===== src/design/plicPkg.sv =====
////////////////////////////////////////
// shared widths, types and register map
// one hart with machine and supervisor contexts
// seven level sources, IDs 1 to 7, ID 0 is none
// all registers are full 32-bit words
////////////////////////////////////////

`default_nettype none

package plicPkg;

  ////////////////////////////////////////
  // sizes
  ////////////////////////////////////////

  // source count, fixed for this design
  localparam int numSrc = 7;

  // field widths
  localparam int addrW = 24;
  localparam int dataW = 32;
  localparam int prioW = 3;
  localparam int idW   = 3;

  ////////////////////////////////////////
  // types
  ////////////////////////////////////////

  // APB byte offset and data word
  typedef logic [addrW-1:0] apbAddrT;
  typedef logic [dataW-1:0] apbDataT;

  // priority or threshold
  typedef logic [prioW-1:0] prioT;

  // source ID, zero means no interrupt
  typedef logic [idW-1:0] srcIdT;

  // one bit per source, bit 0 is not a source
  typedef logic [numSrc:1] srcVecT;

  // all priorities packed, source n in slice n-1
  typedef logic [numSrc*prioW-1:0] prioVecT;

  ////////////////////////////////////////
  // register map, byte offsets
  ////////////////////////////////////////

  // priority of source n sits at 4*n
  localparam apbAddrT addrPrioBase = 24'h000000;
  localparam apbAddrT addrPending  = 24'h001000;

  // per-context enable masks
  localparam apbAddrT addrEnableM  = 24'h002000;
  localparam apbAddrT addrEnableS  = 24'h002080;

  // machine context threshold and claim/complete
  localparam apbAddrT addrThreshM  = 24'h200000;
  localparam apbAddrT addrClaimM   = 24'h200004;

  // supervisor context threshold and claim/complete
  localparam apbAddrT addrThreshS  = 24'h201000;
  localparam apbAddrT addrClaimS   = 24'h201004;

endpackage

`default_nettype wire


===== src/design/plicGateways.sv =====
////////////////////////////////////////
// level-triggered gateways, one per source
// sources must already be synchronous to PCLK
// pending stays latched until claimed
// no new request while a source is in progress
////////////////////////////////////////

`default_nettype none

module plicGateways (
  input  wire logic            PCLK,
  input  wire logic            PRESETn,
  input  wire plicPkg::srcVecT intrSources,
  input  wire plicPkg::srcVecT claimSet,
  input  wire plicPkg::srcVecT completeClr,
  output plicPkg::srcVecT      pending
);

  // per-source state
  plicPkg::srcVecT inProgress;
  plicPkg::srcVecT pendingNext;
  plicPkg::srcVecT inProgressNext;
  plicPkg::srcVecT newRequest;

  ////////////////////////////////////////
  // next-state logic
  ////////////////////////////////////////

  // a high line only requests when its source is idle
  assign newRequest = intrSources & ~inProgress;

  // claim wins over a fresh request on the same edge
  // so pending drops as in-progress rises
  assign pendingNext = (pending | newRequest) & ~claimSet;

  // complete clears first, a claim on the same edge sets again
  assign inProgressNext = (inProgress & ~completeClr) | claimSet;

  ////////////////////////////////////////
  // state registers
  ////////////////////////////////////////

  always_ff @(posedge PCLK) begin
    if (!PRESETn) begin
      pending    <= '0;
      inProgress <= '0;
    end else begin
      pending    <= pendingNext;
      inProgress <= inProgressNext;
    end
  end

  // after a complete the line is sampled again on the next edge
  // since in-progress is still set at the complete edge itself

endmodule

`default_nettype wire


===== src/design/plicArbiter.sv =====
////////////////////////////////////////
// per-context arbiter, purely combinational
// highest priority wins, ties go to lowest ID
// priority 0 never takes part
// extInt only when winner is above threshold
////////////////////////////////////////

`default_nettype none

module plicArbiter (
  input  wire plicPkg::srcVecT  pending,
  input  wire plicPkg::srcVecT  enable,
  input  wire plicPkg::prioVecT priorities,
  input  wire plicPkg::prioT    threshold,
  output plicPkg::srcIdT        claimId,
  output logic                  extInt
);

  // unpacked view of the priority vector
  plicPkg::prioT   srcPrio [plicPkg::numSrc:1];

  // sources that may win in this context
  plicPkg::srcVecT active;

  // highest priority among active sources
  plicPkg::prioT   maxPrio;

  // active sources sitting at that priority
  plicPkg::srcVecT atMax;

  ////////////////////////////////////////
  // per-source qualification
  ////////////////////////////////////////

  always_comb begin
    for (int n = 1; n <= plicPkg::numSrc; n++) begin
      // slice n-1 of the packed vector holds source n
      srcPrio[n] = priorities[(n-1)*plicPkg::prioW +: plicPkg::prioW];
      // pending, enabled here and priority above zero
      active[n]  = pending[n] & enable[n] & (srcPrio[n] != '0);
    end
  end

  ////////////////////////////////////////
  // maximum priority
  ////////////////////////////////////////

  // stays zero when nothing is active
  always_comb begin
    maxPrio = '0;
    for (int n = 1; n <= plicPkg::numSrc; n++) begin
      if (active[n] && (srcPrio[n] > maxPrio)) begin
        maxPrio = srcPrio[n];
      end
    end
  end

  always_comb begin
    for (int n = 1; n <= plicPkg::numSrc; n++) begin
      atMax[n] = active[n] & (srcPrio[n] == maxPrio);
    end
  end

  ////////////////////////////////////////
  // winner and interrupt line
  ////////////////////////////////////////

  // scan downwards so the lowest ID is the last to land
  always_comb begin
    claimId = '0;
    for (int n = plicPkg::numSrc; n >= 1; n--) begin
      if (atMax[n]) begin
        claimId = plicPkg::srcIdT'(n);
      end
    end
  end

  // maxPrio is the winner's priority, zero with no winner
  // so a zero threshold with nothing active keeps the line low
  assign extInt = (maxPrio > threshold);

endmodule

`default_nettype wire


===== src/design/plicRegFile.sv =====
////////////////////////////////////////
// APB register file, no wait states, no PSLVERR
// reads decode in setup phase, PRDATA is registered
// writes land at the end of the access phase
// word access only, PADDR[1:0] is ignored
// unmapped addresses read zero and drop writes
////////////////////////////////////////

`default_nettype none

module plicRegFile (
  input  wire logic             PCLK,
  input  wire logic             PRESETn,
  input  wire logic             PSEL,
  input  wire logic             PENABLE,
  input  wire logic             PWRITE,
  input  wire plicPkg::apbAddrT PADDR,
  input  wire plicPkg::apbDataT PWDATA,
  output plicPkg::apbDataT      PRDATA,
  output logic                  PREADY,
  input  wire plicPkg::srcVecT  pending,
  input  wire plicPkg::srcIdT   claimIdM,
  input  wire plicPkg::srcIdT   claimIdS,
  output plicPkg::prioVecT      priorities,
  output plicPkg::srcVecT       enableM,
  output plicPkg::srcVecT       enableS,
  output plicPkg::prioT         threshM,
  output plicPkg::prioT         threshS,
  output plicPkg::srcVecT       claimSet,
  output plicPkg::srcVecT       completeClr
);

  // APB phase qualifiers
  logic             wrEn;
  logic             rdEn;

  // word-aligned offset
  plicPkg::apbAddrT entry;

  // priority window decode
  logic             prioHit;
  plicPkg::srcIdT   prioIdx;

  // read data before the output register
  plicPkg::apbDataT rdData;

  // ID named by a complete write
  plicPkg::srcIdT   completeId;

  // per-context strobes before merging
  plicPkg::srcVecT  claimM;
  plicPkg::srcVecT  claimS;
  plicPkg::srcVecT  completeM;
  plicPkg::srcVecT  completeS;

  // one-hot vector for a source ID, ID 0 gives all zero
  function automatic plicPkg::srcVecT idToVec(input plicPkg::srcIdT id);
    plicPkg::srcVecT vec;
    vec = '0;
    for (int n = 1; n <= plicPkg::numSrc; n++) begin
      if (id == plicPkg::srcIdT'(n)) begin
        vec[n] = 1'b1;
      end
    end
    return vec;
  endfunction

  ////////////////////////////////////////
  // APB decode
  ////////////////////////////////////////

  // never stalls
  assign PREADY = 1'b1;

  // write commits in the access phase
  assign wrEn = PSEL & PENABLE & PWRITE;

  // read is taken one cycle early, in setup
  assign rdEn = PSEL & ~PENABLE & ~PWRITE;

  assign entry = {PADDR[plicPkg::addrW-1:2], 2'b00};

  // priorities live in 0x04..0x1C, slot 0 has no source
  assign prioIdx = entry[4:2];
  assign prioHit = (entry[plicPkg::addrW-1:5] == plicPkg::addrPrioBase[plicPkg::addrW-1:5])
                   && (prioIdx != '0);

  ////////////////////////////////////////
  // configuration registers
  ////////////////////////////////////////

  always_ff @(posedge PCLK) begin
    if (!PRESETn) begin
      priorities <= '0;
      enableM    <= '0;
      enableS    <= '0;
      threshM    <= '0;
      threshS    <= '0;
    end else if (wrEn) begin
      case (entry)
        // bit 0 is not a source and is never stored
        plicPkg::addrEnableM: enableM <= PWDATA[plicPkg::numSrc:1];
        plicPkg::addrEnableS: enableS <= PWDATA[plicPkg::numSrc:1];
        plicPkg::addrThreshM: threshM <= PWDATA[plicPkg::prioW-1:0];
        plicPkg::addrThreshS: threshS <= PWDATA[plicPkg::prioW-1:0];
        default: begin
          if (prioHit) begin
            for (int n = 1; n <= plicPkg::numSrc; n++) begin
              if (prioIdx == plicPkg::srcIdT'(n)) begin
                priorities[(n-1)*plicPkg::prioW +: plicPkg::prioW] <=
                  PWDATA[plicPkg::prioW-1:0];
              end
            end
          end
        end
      endcase
    end
  end

  ////////////////////////////////////////
  // read path
  ////////////////////////////////////////

  // upper bits above each field are zero-filled by the casts
  always_comb begin
    rdData = '0;
    case (entry)
      plicPkg::addrPending: rdData = plicPkg::apbDataT'({pending, 1'b0});
      plicPkg::addrEnableM: rdData = plicPkg::apbDataT'({enableM, 1'b0});
      plicPkg::addrEnableS: rdData = plicPkg::apbDataT'({enableS, 1'b0});
      plicPkg::addrThreshM: rdData = plicPkg::apbDataT'(threshM);
      plicPkg::addrThreshS: rdData = plicPkg::apbDataT'(threshS);
      // claim returns the same ID that is strobed below
      plicPkg::addrClaimM:  rdData = plicPkg::apbDataT'(claimIdM);
      plicPkg::addrClaimS:  rdData = plicPkg::apbDataT'(claimIdS);
      default: begin
        if (prioHit) begin
          for (int n = 1; n <= plicPkg::numSrc; n++) begin
            if (prioIdx == plicPkg::srcIdT'(n)) begin
              rdData = plicPkg::apbDataT'(
                priorities[(n-1)*plicPkg::prioW +: plicPkg::prioW]);
            end
          end
        end
      end
    endcase
  end

  // held through the access phase, zero otherwise
  always_ff @(posedge PCLK) begin
    if (!PRESETn) begin
      PRDATA <= '0;
    end else if (rdEn) begin
      PRDATA <= rdData;
    end else begin
      PRDATA <= '0;
    end
  end

  ////////////////////////////////////////
  // claim and complete strobes
  ////////////////////////////////////////

  assign completeId = PWDATA[plicPkg::idW-1:0];

  // claim pulses in the setup phase of a claim read
  assign claimM = (rdEn && (entry == plicPkg::addrClaimM)) ? idToVec(claimIdM) : '0;
  assign claimS = (rdEn && (entry == plicPkg::addrClaimS)) ? idToVec(claimIdS) : '0;

  // complete pulses in the access phase of a write
  assign completeM = (wrEn && (entry == plicPkg::addrClaimM)) ? idToVec(completeId) : '0;
  assign completeS = (wrEn && (entry == plicPkg::addrClaimS)) ? idToVec(completeId) : '0;

  // both contexts merge onto one strobe each
  assign claimSet    = claimM | claimS;
  assign completeClr = completeM | completeS;

endmodule

`default_nettype wire


===== src/design/plicApb.sv =====
////////////////////////////////////////
// PLIC top on an APB slave port
// one hart, machine and supervisor contexts
// seven level sources on intrSources[7:1]
// PREADY is always high
////////////////////////////////////////

`default_nettype none

module plicApb (
  input  wire logic             PCLK,
  input  wire logic             PRESETn,
  input  wire logic             PSEL,
  input  wire logic             PENABLE,
  input  wire logic             PWRITE,
  input  wire plicPkg::apbAddrT PADDR,
  input  wire plicPkg::apbDataT PWDATA,
  output plicPkg::apbDataT      PRDATA,
  output logic                  PREADY,
  input  wire plicPkg::srcVecT  intrSources,
  output logic                  mExtInt,
  output logic                  sExtInt
);

  // configuration from the register file
  plicPkg::prioVecT priorities;
  plicPkg::srcVecT  enableM;
  plicPkg::srcVecT  enableS;
  plicPkg::prioT    threshM;
  plicPkg::prioT    threshS;

  // shared gateway state
  plicPkg::srcVecT  pending;

  // arbiter winners
  plicPkg::srcIdT   claimIdM;
  plicPkg::srcIdT   claimIdS;

  // single-cycle gateway strobes
  plicPkg::srcVecT  claimSet;
  plicPkg::srcVecT  completeClr;

  ////////////////////////////////////////
  // register file and gateways
  ////////////////////////////////////////

  plicRegFile regFile (
    .PCLK        (PCLK),
    .PRESETn     (PRESETn),
    .PSEL        (PSEL),
    .PENABLE     (PENABLE),
    .PWRITE      (PWRITE),
    .PADDR       (PADDR),
    .PWDATA      (PWDATA),
    .PRDATA      (PRDATA),
    .PREADY      (PREADY),
    .pending     (pending),
    .claimIdM    (claimIdM),
    .claimIdS    (claimIdS),
    .priorities  (priorities),
    .enableM     (enableM),
    .enableS     (enableS),
    .threshM     (threshM),
    .threshS     (threshS),
    .claimSet    (claimSet),
    .completeClr (completeClr)
  );

  plicGateways gateways (
    .PCLK        (PCLK),
    .PRESETn     (PRESETn),
    .intrSources (intrSources),
    .claimSet    (claimSet),
    .completeClr (completeClr),
    .pending     (pending)
  );

  ////////////////////////////////////////
  // context arbiters
  ////////////////////////////////////////

  // machine context
  plicArbiter arbM (
    .pending    (pending),
    .enable     (enableM),
    .priorities (priorities),
    .threshold  (threshM),
    .claimId    (claimIdM),
    .extInt     (mExtInt)
  );

  // supervisor context
  plicArbiter arbS (
    .pending    (pending),
    .enable     (enableS),
    .priorities (priorities),
    .threshold  (threshS),
    .claimId    (claimIdS),
    .extInt     (sExtInt)
  );

endmodule

`default_nettype wire


===== config.mk =====
export PLATFORM = sky130hd
export DESIGN_NAME = plicApb
export DESIGN_NICKNAME = d
export VERILOG_FILES = /design/src/design/plicPkg.sv /design/src/design/plicGateways.sv /design/src/design/plicArbiter.sv /design/src/design/plicRegFile.sv /design/src/design/plicApb.sv
export SDC_FILE = /design/constraint.sdc
export NUM_CORES = 1
export LEC_CHECK = 0
export ABC_AREA = 1
export BUFFER_PORTS_ARGS = -buffer_cell sky130_fd_sc_hd__clkbuf_2
export CAP_MARGIN = 10
export CORE_ASPECT_RATIO = 0.6
export CORE_MARGIN = 5
export CORE_UTILIZATION = 62
export DETAILED_ROUTE_END_ITERATION = 10
export HOLD_SLACK_MARGIN = 0.06
export PLACE_DENSITY = 0.92
export REMOVE_ABC_BUFFERS = 1
export SLEW_MARGIN = 5
export SYNTH_ARGS = -nofsm -noshare
export SYNTH_HDL_FRONTEND = slang
export SYNTH_SLANG_ARGS = --single-unit
export TNS_END_PERCENT = 5

===== constraint.sdc =====
create_clock -name PCLK -period 22.2 [get_ports PCLK]
set_input_delay 4.44 -clock PCLK [delete_from_list [all_inputs] [get_ports PCLK]]
set_output_delay 4.44 -clock PCLK [all_outputs]
set_load 0.03 [all_outputs]

==> flow_metrics.env, run 1 <==
export IMPL_outcome="complete, no violations"
export IMPL_r2r_slack_ns=12.42
export IMPL_clkPwrFrac_pct=52.1
export IMPL_netlist_area_um2=6040
export IMPL_fp_dieArea_um2=11900
export IMPL_io_pins=103
export IMPL_fin_skew_ns=0.00587
export IMPL_p_int_mw=0.207
export IMPL_avgRoutedWirePerCell_um=18.2
export IMPL_initial_utilization_pct=64.8
export IMPL_port_buffers=51
export IMPL_cp_endpoint="mExtInt"
export IMPL_grt_pass1_vias=6092
export IMPL_criticalPathCategory="flip-flop to primary output"
export IMPL_finalMaxSlewViolations=0
export IMPL_dp_cells=1145
export IMPL_reg2reg_depth=59
export IMPL_ir_drop_mv=0.0389
export IMPL_hpwlAfterDp_mm=16.9
export IMPL_grt_setup_unrepaired="no"
export IMPL_max_stage_delay_ns=0.49
export IMPL_layout_cells_non_filler=1162
export IMPL_drcViolationCount=0
export IMPL_wl_mm=21.1
export IMPL_cp_data_required_time_ns=17.76
export IMPL_hp_start="regFile.enableS[6]"
export IMPL_synth_edff_count=0
export IMPL_grt_ovfl_total=0
export IMPL_slew_headroom_pct=16.0
export IMPL_cp_data_arrival_time_ns=9.40
export IMPL_drive_gt1_share_pct=15.9
export IMPL_ys_async_sr_fraction_pct=0
export IMPL_die_w_um=137
export IMPL_rows=27
export IMPL_timing_rr_start="regFile.priorities[1]"
export IMPL_hold_class="flip-flop to flip-flop"
export IMPL_die_y_um=86.4
export IMPL_grt_pass1_wl_mm=32.7
export IMPL_worst_slew_pin_slew_ns=1.26
export IMPL_dr_pass1_iters=7
export IMPL_setup_violations=0
export IMPL_vias_per_cell=6.05
export IMPL_yosysWarnings=0
export IMPL_cts_resized=0
export IMPL_cp_slowest_cell="a21boi_2"
export IMPL_ys_seq_elements=63
export IMPL_clock_path_buffers=2
export IMPL_dr_first_iter_drc_count=1257
export IMPL_cts_sinks=63
export IMPL_postCtsSetupBuffers=0
export IMPL_p_per_area_nw_per_um2=42.9
export IMPL_netlist_instances=977
export IMPL_period_needed_ns=13.84
export IMPL_groute_usage_overall_pct=35.8
export IMPL_comb_power_share_pct=7.4
export IMPL_end_kind="primary output"
export IMPL_worstSkewPairLatency_ns=0.34
export IMPL_path_common_cell="nand2_1"
export IMPL_cts_hold_fix_buffers=0
export IMPL_path_max_fanout=9
export IMPL_path_clk_slew_ns=0.06
export IMPL_cts_root_buf="clkbuf_16"
export IMPL_antenna_found_initial=0
export IMPL_fill_cells=814
export IMPL_core_um2=9320
export IMPL_cts_buffers_inserted=9
export IMPL_final_antenna_net_count=0
export IMPL_area_growth_pct=9.70
export IMPL_htree_levels=3
export IMPL_cts_tree="done"
export IMPL_finalHoldViolCount=0
export IMPL_diodes=0
export IMPL_layout_nets=1125
export IMPL_avgSynthCellArea_um2=6.18
export IMPL_yosys_most_used_dff="dfxtp_1"
export IMPL_cp_startpoint="regFile.priorities[1]"
export IMPL_synth_cell_type_count=56
export IMPL_setup_tns_ns=0
export IMPL_grt_start_max_net_pins=33
export IMPL_seq_area_frac_synth_pct=20.9
export IMPL_layout_worst_path_cycle_share_pct=62.3
export IMPL_switching_power_mw=0.0777
export IMPL_power_leakage_nw=3.13
export IMPL_start_kind="flip-flop"
export IMPL_place_congestion=1.10
export IMPL_r2r_end="gateways.inProgress[4]"
export IMPL_seq_power_share_pct=40.5
export IMPL_max_cap_viol_count=0
export IMPL_clock_fmax_mhz=72.3
export IMPL_power_switching_share_pct=27.3
export IMPL_vias=7027
==> Yosys cell counts (14+ instances only) <==
master | instances | area (µm²)
nand2_1 | 232 | 871
inv_1 | 121 | 454
nor2_1 | 108 | 405
nand3_1 | 83 | 415
dfxtp_1 | 63 | 1260
a21oi_1 | 42 | 210
o21ai_0 | 32 | 160
a211oi_1 | 30 | 225
ha_1 | 30 | 375
nor3_1 | 30 | 150
buf_4 | 25 | 188
nand2_2 | 23 | 144
nand3_2 | 21 | 210
inv_2 | 14 | 52.6
o22ai_1 | 14 | 87.6
==> per-stage QoR <==
step	util, %	hold WS [ns]	area, µm²	total power, mW	worst slack (ns)
after floorplan	-	0.450	5890	0.128	10.0
after global placement	67.7	0.474	6320	0.137	9.17
after detailed placement	67.7	0.487	6320	0.137	8.98
after CTS	71.0	0.501	6620	0.283	8.58
after global routing	71.0	0.522	6620	0.291	7.65
final	71.0	0.504	6620	0.284	8.36
==> critical path: cells and delay by family, from the launching register on <==
family / cells / cell delay [ns]
AO/OA/AOI/OAI: 12 / 2.26
flip-flops: 1 / 0.47
buffers and inverters: 10 / 1.06
AND/OR/NAND/NOR: 25 / 3.16
adder cells (fa/ha/maj): 7 / 2.06
==> power groups by stage <==
stage               clock network [mW]  logic [mW]  registers, mW
CTS                              0.148      0.0200          0.115
floorplan                            0      0.0114          0.117
finish                           0.148      0.0210          0.115
global placement                     0      0.0195          0.118
global route                     0.153      0.0224          0.115
detailed placement                   0      0.0199          0.118
==> flip-flops by register name, indices dropped and copies added (netlist names) <==
| register | flops |
|---|---|
| gateways.pending | 7 |
| regFile.threshM | 3 |
| regFile.enableM | 7 |
| regFile.priorities | 21 |
| regFile.PRDATA | 8 |
| regFile.threshS | 3 |
| gateways.inProgress | 7 |
| regFile.enableS | 7 |
==> cell families (layout without fill, tap and decap cells) <==
| family | count (synthesis) | count (layout) | synth area share, % |
|---|---|---|---|
| simple gates | 541 | 541 | 42.6 |
| flops | 63 | 63 | 20.9 |
| fa+ha+maj | 30 | 30 | 6.22 |
| xor+xnor | 2 | 2 | 0.415 |
| other cells | 2 | 25 | 0.124 |
| buf+inv | 177 | 209 | 12.6 |
| compound gates | 162 | 162 | 17.2 |
==> worst min path at each step <==
stage                              end  slack, ns  cells after the start
global placement    regFile.enableS[4]       0.47                      2
floorplan           regFile.enableM[5]       0.45                      2
CTS                 regFile.enableS[6]       0.50                      2
detailed placement  regFile.enableS[5]       0.49                      2
global route        regFile.enableS[4]       0.52                      2
finish              regFile.enableS[6]       0.50                      2
==> layout by cell type (no fill, tap or decap), types with 5 or more instances in the layout <==
master     netlist  layout
nand3_2         21      21
o22ai_1         14      14
nor2_1         108     108
conb_1           2      25
nor4_1           7       7
or2_2            5       5
nand2_2         23      23
nor3_1          30      30
nand2_1        232     232
a211oi_1        30      30
clkinv_1         5       5
nor2_2           8       8
clkbuf_16        0       9
o21ai_1         10      10
dfxtp_1         63      63
ha_1            30      30
inv_1          121     121
o21ai_0         32      32
clkbuf_2         0      51
a21oi_1         42      42
nand3_1         83      83
nand2_4          8       8
inv_2           14      14
==> routing by layer <==
| layer | wire length, µm | up-vias | global-route usage [%] |
|---|---|---|---|
| li1 | - | 3304 | - |
| met1 | 8880 | 3094 | 53.3 |
| met2 | 7590 | 561 | 44.8 |
| met3 | 4070 | 68 | 17.6 |
| met4 | 577 | 0 | 8.79 |
| met5 | 0 | - | 0 |
==> final cells by class <==
class | instances | area [µm²] | share of cell area (%)
sequential | 63 | 1260 | 19.0
multi-input combinational | 760 | 4100 | 62.0
inverter | 140 | 526 | 7.93
clock buffer | 9 | 225 | 3.40
clock inverter | 7 | 77.6 | 1.17
tap | 130 | 163 | 2.46
timing repair buffer | 53 | 268 | 4.04
(Power assumes the default switching activity.)
==> run 2, diff against run 1 <==
--- a/config.mk
+++ b/config.mk
@@ -10,10 +10,10 @@
 export CAP_MARGIN = 10
 export CORE_ASPECT_RATIO = 0.6
 export CORE_MARGIN = 5
-export CORE_UTILIZATION = 62
+export CORE_UTILIZATION = 58
 export DETAILED_ROUTE_END_ITERATION = 10
 export HOLD_SLACK_MARGIN = 0.06
-export PLACE_DENSITY = 0.92
+export PLACE_DENSITY = 0.87
 export REMOVE_ABC_BUFFERS = 1
 export SLEW_MARGIN = 5
 export SYNTH_ARGS = -nofsm -noshare
==> constraint.sdc (replaced) <==
create_clock -name PCLK -period 14.45 [get_ports PCLK]
set_input_delay 2.89 -clock PCLK [delete_from_list [all_inputs] [get_ports PCLK]]
set_output_delay 2.89 -clock PCLK [all_outputs]
set_load 0.03 [all_outputs]
==> run 2 against run 1 <==
Clock-buffer cell count unchanged. Flip-flop and latch count stayed put. Sequential share of layout area fell by 0.057 points. Sequential power rose by 54%. Wire length rose by 4.2%. Critical path depth decreased by 2. Total power increased by 59%. Setup slack worse by 6.4 ns. Critical endpoint is now sExtInt.
==> flow_metrics.env, run 2 (synthesized netlist as in run 1, its figures left out) <==
export IMPL_outcome="complete, no violations"
export IMPL_core_um2=10000
export IMPL_cts_buffers_inserted=9
export IMPL_rows=28
export IMPL_top_usage_layer="met1"
export IMPL_layout_nets=1123
export IMPL_largest_register="regFile.priorities"
export IMPL_ff_latch_area_um2=1260
export IMPL_grt_setup_unrepaired="no"
export IMPL_fill_cells=978
export IMPL_dr_pass1_iters=6
export IMPL_clock_fmax_mhz=79.8
export IMPL_max_cap_viol_count=0
export IMPL_worstSkewPairLatency_ns=0.34
export IMPL_end_kind="primary output"
export IMPL_avgRoutedWirePerCell_um=18.9
export IMPL_final_cell_mix="232 x nand2_1, 121 x inv_1, 108 x nor2_1, 83 x nand3_1, 63 x dfxtp_1"
export IMPL_path_clk_slew_ns=0.06
export IMPL_setup_tns_ns=0
export IMPL_antenna_found_initial=0
export IMPL_layout_cells_non_filler=1165
export IMPL_period_needed_ns=12.52
export IMPL_start_kind="flip-flop"
export IMPL_wl_mm=22.0
export IMPL_finalMaxSlewViolations=0
export IMPL_vias=6975
export IMPL_hpwlAfterDp_mm=17.6
export IMPL_layout_commonest_cell="nand2_1"
export IMPL_cp_data_arrival_time_ns=9.63
export IMPL_grt_pass1_vias=6252
export IMPL_grt_use_met2_pct=45.1
export IMPL_layout_worst_path_cycle_share_pct=86.7
export IMPL_drcViolationCount=0
export IMPL_max_stage_delay_ns=0.44
export IMPL_path_max_fanout=9
export IMPL_p_per_area_nw_per_um2=68.2
export IMPL_die_w_um=142
export IMPL_drive_gt1_share_pct=15.7
export IMPL_fin_skew_ns=0.00690
export IMPL_slew_headroom_pct=16.9
export IMPL_cts_root_buf="clkbuf_16"
export IMPL_grt_ovfl_total=0
export IMPL_diodes=0
export IMPL_place_congestion=1.05
export IMPL_hold_class="flip-flop to flip-flop"
export IMPL_cts_tree="done"
export IMPL_top_regs="regFile.priorities: 21 flops, regFile.PRDATA: 8 flops"
export IMPL_final_antenna_net_count=0
export IMPL_cts_sinks=63
export IMPL_multi_input_area_um2=4100
export IMPL_criticalPathCategory="flip-flop to primary output"
export IMPL_fp_dieArea_um2=12600
export IMPL_area_growth_pct=10.0
export IMPL_postCtsSetupBuffers=0
export IMPL_clock_path_buffers=2
export IMPL_grt_pass1_wl_mm=34.0
export IMPL_cp_slowest_cell="dfxtp_1"
export IMPL_dp_cells=1149
export IMPL_grt_use_met3_pct=18.3
export IMPL_largest_reg_flops=21
export IMPL_dr_first_iter_drc_count=929
export IMPL_groute_usage_overall_pct=35.2
export IMPL_power_leakage_nw=3.14
export IMPL_io_pins=103
export IMPL_met1_usage_pct=50.6
export IMPL_finalHoldViolCount=0
export IMPL_ir_drop_mv=0.0661
export IMPL_initial_utilization_pct=60.3
export IMPL_grt_start_max_net_pins=33
export IMPL_die_y_um=89.0
export IMPL_cts_resized=0
export IMPL_vias_per_cell=5.99
export IMPL_worst_slew_pin_slew_ns=1.24
export IMPL_cp_data_required_time_ns=11.56
export IMPL_port_buffers=51
export IMPL_setup_violations=0
export IMPL_cts_hold_fix_buffers=0
export IMPL_htree_levels=3
export IMPL_path_common_cell="ha_1"
## run 2: critical path: cells and delay by family, from the launching register on
kind | cells | cell delay, ns
flip-flops | 1 | 0.44
AO/OA/AOI/OAI | 11 | 2.30
AND/OR/NAND/NOR | 24 | 3.25
buffers and inverters | 10 | 1.09
adder cells (fa/ha/maj) | 7 | 2.18
## run 2: metal layers
layer  wire length (µm)  vias to the layer above
met5                  0                        -
met4                459                        0
met3               3850                       51
met2               8020                      475
met1               9670                     3141
li1                   -                     3308
## run 2: power by group
part | internal, mW | switching (mW) | total [mW]
sequential | 0.175 | 0.00174 | 0.177
combinational | 0.00694 | 0.0252 | 0.0321
clock | 0.153 | 0.0908 | 0.244
## run 2: final timing paths
path / start / endpoint / slack (ns) / cells past startpoint
worst max-delay path: regFile.priorities[1] / sExtInt / 1.93 / 52
worst min-delay path: regFile.enableS[5] / regFile.enableS[5] / 0.50 / 2
worst max register to register: regFile.priorities[1] / gateways.pending[6] / 4.29 / 59
worst min register to register: regFile.enableS[5] / regFile.enableS[5] / 0.50 / 2
## run 2: final cells by class
type | instances | share of cell area [%]
Clock buffer | 9 | 3.39
Timing Repair Buffer | 51 | 3.84
Clock inverter | 7 | 1.56
Sequential cell | 63 | 19.0
Tap cell | 135 | 2.54
Multi-Input combinational cell | 760 | 61.8
Inverter | 140 | 7.91
## run 2: stage by stage
stage	hold WS, ns	total power, mW	cell area [µm²]	utilization (%)	setup slack [ns]
final	0.498	0.453	6640	66.3	1.93
after global routing	0.521	0.463	6640	66.3	1.15
after CTS	0.495	0.450	6640	66.3	2.09
after detailed placement	0.475	0.211	6310	63.0	2.52
after global placement	0.478	0.211	6310	63.0	2.81
after floorplan	0.450	0.197	5890	-	3.80
